$ cat config.mk
export PLATFORM = sky130hd
export DESIGN_NAME = synth_top
export DESIGN_NICKNAME = d
export VERILOG_FILES = /design/src/hdl/audio_pkg.sv /design/src/hdl/synth_pkg.sv /design/src/hdl/synth_top.sv /design/src/hdl/i2s_tx.sv /design/src/hdl/tone_gen.sv /design/src/hdl/voice_regs.sv /design/src/hdl/host_write_port.sv
export SDC_FILE = /design/constraint.sdc
export NUM_CORES = 1
export LEC_CHECK = 0
export BUFFER_PORTS_ARGS = -buffer_cell sky130_fd_sc_hd__buf_4
export CAP_MARGIN = 10
export CELL_PAD_IN_SITES_DETAIL_PLACEMENT = 1
export CELL_PAD_IN_SITES_GLOBAL_PLACEMENT = 2
export CORE_UTILIZATION = 29
export CTS_CLUSTER_DIAMETER = 100
export CTS_CLUSTER_SIZE = 12
export DETAILED_ROUTE_END_ITERATION = 10
export PLACE_DENSITY_LB_ADDON = 0.1
export SKIP_CTS_REPAIR_TIMING = 1
export SYNTH_ARGS = -nofsm -noshare
export SYNTH_HDL_FRONTEND = slang
export SYNTH_SLANG_ARGS = --single-unit
$ cat constraint.sdc
create_clock -name clk -period 8 [get_ports clk]
set_input_delay 0.4 -clock clk [delete_from_list [all_inputs] [get_ports clk]]
set_output_delay 0.4 -clock clk [all_outputs]
set_load 0.05 [all_outputs]
$ cat src/hdl/audio_pkg.sv
package audio_pkg;

    // ~~~~~~~~~~~~~~~~~~~~~~~~~~~~~~~~~~~~~~~~~~~~~~~~~~
    // Sample format
    // ~~~~~~~~~~~~~~~~~~~~~~~~~~~~~~~~~~~~~~~~~~~~~~~~~~
    localparam int SAMPLE_W = 24;

    typedef logic signed [SAMPLE_W-1:0] sample_t;

    typedef struct packed {
        sample_t left;
        sample_t right;
    } stereo_t;

    // ~~~~~~~~~~~~~~~~~~~~~~~~~~~~~~~~~~~~~~~~~~~~~~~~~~
    // I2S frame layout
    // ~~~~~~~~~~~~~~~~~~~~~~~~~~~~~~~~~~~~~~~~~~~~~~~~~~
    localparam int SLOT_BITS    = 32;                       // sclk periods per channel
    localparam int PAD_BITS     = SLOT_BITS - SAMPLE_W;     // Zero tail of each slot
    localparam int FRAME_CYCLES = 4 * SLOT_BITS;            // Two slots, two clk per sclk
    localparam int FRAME_CNT_W  = $clog2(FRAME_CYCLES);

endpackage

$ cat src/hdl/synth_pkg.sv
package synth_pkg;

    // ~~~~~~~~~~~~~~~~~~~~~~~~~~~~~~~~~~~~~~~~~~~~~~~~~~
    // Sizes
    // ~~~~~~~~~~~~~~~~~~~~~~~~~~~~~~~~~~~~~~~~~~~~~~~~~~
    localparam int NUM_VOICES = 2;
    localparam int WR_CREDITS = 4;                      // Queue depth, power of two
    localparam int WR_PTR_W   = $clog2(WR_CREDITS);
    localparam int WR_CNT_W   = $clog2(WR_CREDITS + 1);
    localparam int ADDR_W     = 4;
    localparam int DATA_W     = 16;
    localparam int PHASE_W    = 16;
    localparam int VOL_W      = 4;
    localparam int PAN_W      = 2 * NUM_VOICES;         // Left/right bit per voice
    localparam int CONTRIB_W  = PHASE_W + VOL_W + 1;    // Wave times unsigned volume

    // ~~~~~~~~~~~~~~~~~~~~~~~~~~~~~~~~~~~~~~~~~~~~~~~~~~
    // Register map and opcodes
    // ~~~~~~~~~~~~~~~~~~~~~~~~~~~~~~~~~~~~~~~~~~~~~~~~~~
    typedef enum logic [ADDR_W-1:0] {
        REG_V0_INC = 4'd0,
        REG_V0_CTL = 4'd1,  // [1:0] wave, [5:2] volume
        REG_V1_INC = 4'd2,
        REG_V1_CTL = 4'd3,
        REG_PAN    = 4'd4   // [0] v0 L, [1] v0 R, [2] v1 L, [3] v1 R
    } reg_addr_e;

    typedef enum logic [1:0] {
        WAVE_OFF,
        WAVE_SQUARE,
        WAVE_SAW,
        WAVE_TRIANGLE
    } wave_e;

    typedef struct packed {
        logic [ADDR_W-1:0] addr;    // Raw, may be unmapped
        logic [DATA_W-1:0] data;
    } host_write_t;

    typedef struct packed {
        logic [PHASE_W-1:0] inc;
        wave_e              wave;
        logic [VOL_W-1:0]   volume;
    } voice_cfg_t;

endpackage
$ cat src/hdl/synth_top.sv
`timescale 1ns/10ps

module synth_top (
    input  logic                   clk,
    input  logic                   arst_n,
    input  logic                   wr_valid,
    input  synth_pkg::host_write_t wr,
    output logic                   wr_credit,
    output logic                   sclk,
    output logic                   ws,
    output logic                   sd
);
    import synth_pkg::*;
    import audio_pkg::*;

    logic              reg_valid;
    host_write_t       reg_wr;
    voice_cfg_t        voice_cfg [NUM_VOICES];
    logic [PAN_W-1:0]  pan;
    logic              frame_start;
    stereo_t           sample;

    // ~~~~~~~~~~~~~~~~~~~~~~~~~~~~~~~~~~~~~~~~~~~~~~~~~~
    // Host side
    // ~~~~~~~~~~~~~~~~~~~~~~~~~~~~~~~~~~~~~~~~~~~~~~~~~~
    host_write_port host_write_port (.*);

    voice_regs voice_regs (.*);

    // ~~~~~~~~~~~~~~~~~~~~~~~~~~~~~~~~~~~~~~~~~~~~~~~~~~
    // Audio side
    // ~~~~~~~~~~~~~~~~~~~~~~~~~~~~~~~~~~~~~~~~~~~~~~~~~~
    tone_gen tone_gen (.*);     // One sample per frame_start

    i2s_tx i2s_tx (.*);

endmodule

$ cat src/hdl/i2s_tx.sv
`timescale 1ns/10ps

module i2s_tx (
    input  logic               clk,
    input  logic               arst_n,
    input  audio_pkg::stereo_t sample,
    output logic               frame_start,
    output logic               sclk,
    output logic               ws,
    output logic               sd
);
    import audio_pkg::*;

    logic [FRAME_CNT_W-1:0] cnt;
    logic [2*SLOT_BITS-1:0] shreg;
    logic                   last_cycle;
    logic                   sclk_fall;

    // ~~~~~~~~~~~~~~~~~~~~~~~~~~~~~~~~~~~~~~~~~~~~~~~~~~
    // Frame timing
    // ~~~~~~~~~~~~~~~~~~~~~~~~~~~~~~~~~~~~~~~~~~~~~~~~~~
    assign last_cycle  = (cnt == FRAME_CNT_W'(FRAME_CYCLES - 1));
    assign sclk_fall   = cnt[0];                // sclk high now, low next
    assign sclk        = cnt[0];
    assign ws          = cnt[FRAME_CNT_W-1];    // Low = left slot
    assign frame_start = last_cycle;            // Cycle before ws falls

    always_ff @(posedge clk or negedge arst_n) begin
        if (!arst_n) begin
            cnt <= '0;
        end else begin
            cnt <= cnt + 1'b1;
        end
    end

    // ~~~~~~~~~~~~~~~~~~~~~~~~~~~~~~~~~~~~~~~~~~~~~~~~~~
    // Serial data
    // ~~~~~~~~~~~~~~~~~~~~~~~~~~~~~~~~~~~~~~~~~~~~~~~~~~
    always_ff @(posedge clk or negedge arst_n) begin
        if (!arst_n) begin
            shreg <= '0;
        end else if (last_cycle) begin
            shreg <= {sample.left, {PAD_BITS{1'b0}},
                      sample.right, {PAD_BITS{1'b0}}};  // Load as ws falls
        end else if (sclk_fall) begin
            shreg <= {shreg[2*SLOT_BITS-2:0], 1'b0};
        end
    end

    assign sd = shreg[2*SLOT_BITS-1];    // MSB first

endmodule

$ cat src/hdl/tone_gen.sv
`timescale 1ns/10ps

module tone_gen (
    input  logic                        clk,
    input  logic                        arst_n,
    input  logic                        frame_start,
    input  synth_pkg::voice_cfg_t       voice_cfg [synth_pkg::NUM_VOICES],
    input  logic [synth_pkg::PAN_W-1:0] pan,
    output audio_pkg::stereo_t          sample
);
    import synth_pkg::*;
    import audio_pkg::*;

    localparam int MSB = PHASE_W - 1;

    logic [PHASE_W-1:0]          phase     [NUM_VOICES];
    logic [PHASE_W-1:0]          phase_nxt [NUM_VOICES];
    logic [PHASE_W-1:0]          tri_fold  [NUM_VOICES];
    logic signed [PHASE_W-1:0]   wave_val  [NUM_VOICES];
    logic signed [CONTRIB_W-1:0] contrib   [NUM_VOICES];
    sample_t                     mix_l;
    sample_t                     mix_r;

    // ~~~~~~~~~~~~~~~~~~~~~~~~~~~~~~~~~~~~~~~~~~~~~~~~~~
    // Waveform shaping on the advanced phase
    // ~~~~~~~~~~~~~~~~~~~~~~~~~~~~~~~~~~~~~~~~~~~~~~~~~~
    always_comb begin
        for (int v = 0; v < NUM_VOICES; v++) begin
            phase_nxt[v] = phase[v] + voice_cfg[v].inc;    // 16-bit wrap
            tri_fold[v]  = {phase_nxt[v][MSB-1:0], 1'b0};
            if (phase_nxt[v][MSB]) begin
                tri_fold[v] = ~tri_fold[v];                 // Falling half
            end

            case (voice_cfg[v].wave)
                WAVE_SQUARE: begin
                    wave_val[v] = phase_nxt[v][MSB] ? {1'b1, {MSB{1'b0}}}
                                                    : {1'b0, {MSB{1'b1}}};
                end
                WAVE_SAW: begin
                    wave_val[v] = {~phase_nxt[v][MSB], phase_nxt[v][MSB-1:0]};
                end
                WAVE_TRIANGLE: begin
                    wave_val[v] = {~tri_fold[v][MSB], tri_fold[v][MSB-1:0]};
                end
                default: begin
                    wave_val[v] = '0;                       // WAVE_OFF
                end
            endcase

            contrib[v] = wave_val[v] * $signed({1'b0, voice_cfg[v].volume});
        end
    end

    // Pan routing, bit 2v left and 2v+1 right
    always_comb begin
        mix_l = '0;
        mix_r = '0;
        for (int v = 0; v < NUM_VOICES; v++) begin
            if (pan[2*v]) begin
                mix_l = mix_l + contrib[v];
            end
            if (pan[2*v+1]) begin
                mix_r = mix_r + contrib[v];
            end
        end
    end

    always_ff @(posedge clk or negedge arst_n) begin
        if (!arst_n) begin
            phase  <= '{default: '0};
            sample <= '0;
        end else if (frame_start) begin
            phase        <= phase_nxt;
            sample.left  <= mix_l;
            sample.right <= mix_r;
        end
    end

endmodule

$ cat src/hdl/voice_regs.sv
`timescale 1ns/10ps

module voice_regs (
    input  logic                   clk,
    input  logic                   arst_n,
    input  logic                   reg_valid,
    input  synth_pkg::host_write_t reg_wr,
    output synth_pkg::voice_cfg_t  voice_cfg [synth_pkg::NUM_VOICES],
    output logic [synth_pkg::PAN_W-1:0] pan
);
    import synth_pkg::*;

    // Control word into an existing voice setting
    function automatic voice_cfg_t apply_ctl(
        input voice_cfg_t        cfg,
        input logic [DATA_W-1:0] d
    );
        voice_cfg_t result;
        result        = cfg;
        result.wave   = wave_e'(d[1:0]);
        result.volume = d[VOL_W+1:2];
        return result;
    endfunction

    always_ff @(posedge clk or negedge arst_n) begin
        if (!arst_n) begin
            for (int v = 0; v < NUM_VOICES; v++) begin
                voice_cfg[v] <= '0;
            end
            pan <= '0;
        end else if (reg_valid) begin
            case (reg_addr_e'(reg_wr.addr))
                REG_V0_INC: begin
                    voice_cfg[0].inc <= reg_wr.data;
                end
                REG_V0_CTL: begin
                    voice_cfg[0] <= apply_ctl(voice_cfg[0], reg_wr.data);
                end
                REG_V1_INC: begin
                    voice_cfg[1].inc <= reg_wr.data;
                end
                REG_V1_CTL: begin
                    voice_cfg[1] <= apply_ctl(voice_cfg[1], reg_wr.data);
                end
                REG_PAN: begin
                    pan <= reg_wr.data[PAN_W-1:0];
                end
                default: begin
                    // Unmapped, dropped
                end
            endcase
        end
    end

endmodule

$ cat src/hdl/host_write_port.sv
`timescale 1ns/10ps

module host_write_port (
    input  logic                   clk,
    input  logic                   arst_n,
    input  logic                   wr_valid,
    input  synth_pkg::host_write_t wr,
    output logic                   wr_credit,
    output logic                   reg_valid,
    output synth_pkg::host_write_t reg_wr
);
    import synth_pkg::*;

    host_write_t         queue [WR_CREDITS];
    logic [WR_PTR_W-1:0] wr_ptr;
    logic [WR_PTR_W-1:0] rd_ptr;
    logic [WR_CNT_W-1:0] count;
    logic                pop;

    // Host never pushes without a credit, so no full check
    assign pop = (count != '0);

    always_ff @(posedge clk) begin
        if (wr_valid) begin
            queue[wr_ptr] <= wr;
        end
    end

    always_ff @(posedge clk) begin
        if (pop) begin
            reg_wr <= queue[rd_ptr];    // Head entry out
        end
    end

    // ~~~~~~~~~~~~~~~~~~~~~~~~~~~~~~~~~~~~~~~~~~~~~~~~~~
    // Pointers, occupancy and credit return
    // ~~~~~~~~~~~~~~~~~~~~~~~~~~~~~~~~~~~~~~~~~~~~~~~~~~
    always_ff @(posedge clk or negedge arst_n) begin
        if (!arst_n) begin
            wr_ptr    <= '0;
            rd_ptr    <= '0;
            count     <= '0;
            reg_valid <= 1'b0;
            wr_credit <= 1'b0;
        end else begin
            if (wr_valid) begin
                wr_ptr <= wr_ptr + 1'b1;    // Wraps at depth
            end
            if (pop) begin
                rd_ptr <= rd_ptr + 1'b1;
            end
            count     <= count + WR_CNT_W'(wr_valid) - WR_CNT_W'(pop);
            reg_valid <= pop;
            wr_credit <= pop;               // One credit per drained entry
        end
    end

endmodule

==> results.yml <==
run_status:
  outcome: "finished, final reports clean"
floorplan:
  coreArea_um2: 71500
  rows: 98
  die_w_um: 271
  start_util_pct: 29.3
  num_io_pins: 27
  dieArea_um2: 73200
  die_h_um: 271
synth:
  synth.most_common_cell: "nand2_1"
  async_reset_ff_share_pct: 66.6
  synth_cell_type_count: 78
  synth_area_um2: 20900
  syn_inst: 2092
  syn-mean-instance-area_um2: 10.0
  ys_seq_area_share_pct: 38.2
  synth_top_area_share_pct: 23.8
  ys_top_cells_by_count: "nand2_1 (217), dfrtp_1 (199), inv_1 (168)"
  syn_nets: 2345
  synth_seq_cells: 299
  synthFlopType: "dfrtp_1"
  synth_area_leaders: "dfrtp_1 (24%), edfxtp_1 (14%), ha_1 (9.5%), fa_1 (6.8%), nand2_1 (3.9%)"
  synth_edf_count: 100
  yosysTopAreaCell: "dfrtp_1"
  ys.warnings.count: 0
drt:
  num_vias: 15500
  first_pass_iters: 4
  first_iter_violations: 543
  drc: 0
  viasPerCell: 4.75
  routedWlPerCell_um: 17.6
  met2WireLength_mm: 28.3
  routed.top_layer: "met4"
  dr_wl_met3_um: 954
  wirelength_mm: 57.6
  wl_met1_mm: 26.7
  route.antenna.remaining_nets: 0
setup_path:
  cp_slowest_cell: "fa_1"
  setup.worst_path.end_class: "flop"
  cp_data_required_time_ps: 8520
  critical_path_class: "flop to flop"
  arrival_ps: 8230
  critPathMaxStageDelay_ps: 490
  worstSetupStartpointType: "flop"
  crit_fanout: 6
  cpMostUsedCell: "o31a_1"
finish:
  nets: 2551
  utilization_pct: 35.4
  stdcell_area_um2: 25300
  drive_gt1_share_pct: 19.7
  area_growth_pct: 20.8
  finalNonFillerCells: 3264
  fill_cells: 8007
worst_hold_path:
  hp-class: "input port to flop"
flow_run:
  drv_cap: 0
timing:
  relSlewSlack_pct: 25.6
  fin_crit_sh_pct: 96.3
  tightest_slew_ps: 1120
  fin_worst_skew_ps: 22.4
  max_freq_mhz: 130
  slew_viol_final: 0
  setup_viol: 0
  setup_tns_ps: 0
  final-hold-violation-count: 0
  min_period_ps: 7700
global_route:
  grt_usage_pct: 15.7
  grt_pass1_vias: 16600
  antenna_found_initial: 0
  grt_pass1_wl_mm: 92.3
  grt_max_degree: 81
  grt-ovfl-total: 0
place:
  dp_cells: 3171
  placed_cell_area_um2: 23400
  globalplace.congestion: 0.828
  port_buffers: 26
  post-dp-hpwl_mm: 44.5
clocking:
  clock_path_buffers: 3
  cts_buffers: 30
  clkSinkCount: 299
  clk_latency_ps: 590
  cts-root-buf: "clkbuf_16"
  cts_tree: "done"
  clkTransAtPathRegs_ps: 70
  htree_levels: 1
==> logic make-up (layout without fill, tap and decap cells) <==
kind of cell	after synthesis	after routing	share of synthesized area, %
simple gates	587	587	13.8
xor+xnor	106	106	4.47
buf+inv	248	469	4.48
fa+ha+maj	230	230	16.3
flops	299	299	38.2
mux	142	142	8.28
other cells	0	1	0
compound gates	480	480	14.5
==> area by class of cell <==
type	count	area [µm²]	area share [%]
diodes	1	2.50	0.00990
clock buffers	43	800	3.16
clock inverters	4	82.6	0.327
inverters	170	643	2.54
multi-input cells	1545	12600	49.9
flip-flops and latches	299	7990	31.6
well taps	950	1190	4.70
repair buffers	252	1970	7.80
==> placed cells by master (no fill, tap or decap), types with 79 or more instances in the layout <==
master,instances
o21ai_0,135
nor2_1,79
dfrtp_1,198
edfxtp_1,100
inv_1,167
buf_4,227
ha_1,140
nand2_1,213
and2_1,114
a21oi_1,86
==> flip-flops by register name, summed over array words and instances (netlist names) <==
signal / count
tone_gen.phase: 32
host_write_port.wr_ptr: 2
voice_regs.voice_cfg: 44
voice_regs.pan: 4
tone_gen.sample: 48
i2s_tx.cnt: 7
i2s_tx.shreg: 56
host_write_port.count: 3
host_write_port.queue: 80
host_write_port.reg_wr: 20
host_write_port.rd_ptr: 2
host_write_port.wr_credit: 1
==> critical path: cells and delay by family (launching register included) <==
kind                     cells  cell delay [ps]
AO/OA/AOI/OAI               13             2640
XOR/XNOR                     1              420
adder cells (fa/ha/maj)      7             2270
buffers and inverters        3              160
flip-flops                   1              410
AND/OR/NAND/NOR              9             1740
==> stage by stage <==
stage	hold slack (ps)	setup slack (ps)
after floorplan	104	256
after global placement	452	-89.9
after detailed placement	450	-229
after CTS	-188	-292
after global routing	21.9	-48.1
final	38.2	299
==> routing by layer <==
metal  vias to the layer above  track usage (%)
met5                         -                0
met2                       105             28.0
met1                      7638             20.2
met4                         0             4.18
met3                        57             1.45
li1                       7720                -
==> path summary, 6_finish.rpt <==
kind | start | slack [ps] | end | cells after the start
min in group asynchronous | arst_n | 400 | i2s_tx.cnt[2] | 2
hold reg to reg | i2s_tx.cnt[5] | 470 | i2s_tx.cnt[5] | 1
max in group asynchronous | arst_n | 6250 | tone_gen.sample[45] | 3
setup reg to reg | tone_gen.phase[16] | 300 | tone_gen.sample[46] | 33
setup / recovery | tone_gen.phase[16] | 300 | tone_gen.sample[46] | 33
hold / removal | wr_valid | 40 | host_write_port.wr_ptr[0] | 2
Power is left out: the tool's default activity adds up to more than one toggle a clock period on the data nets, which glitch-free logic cannot reach.
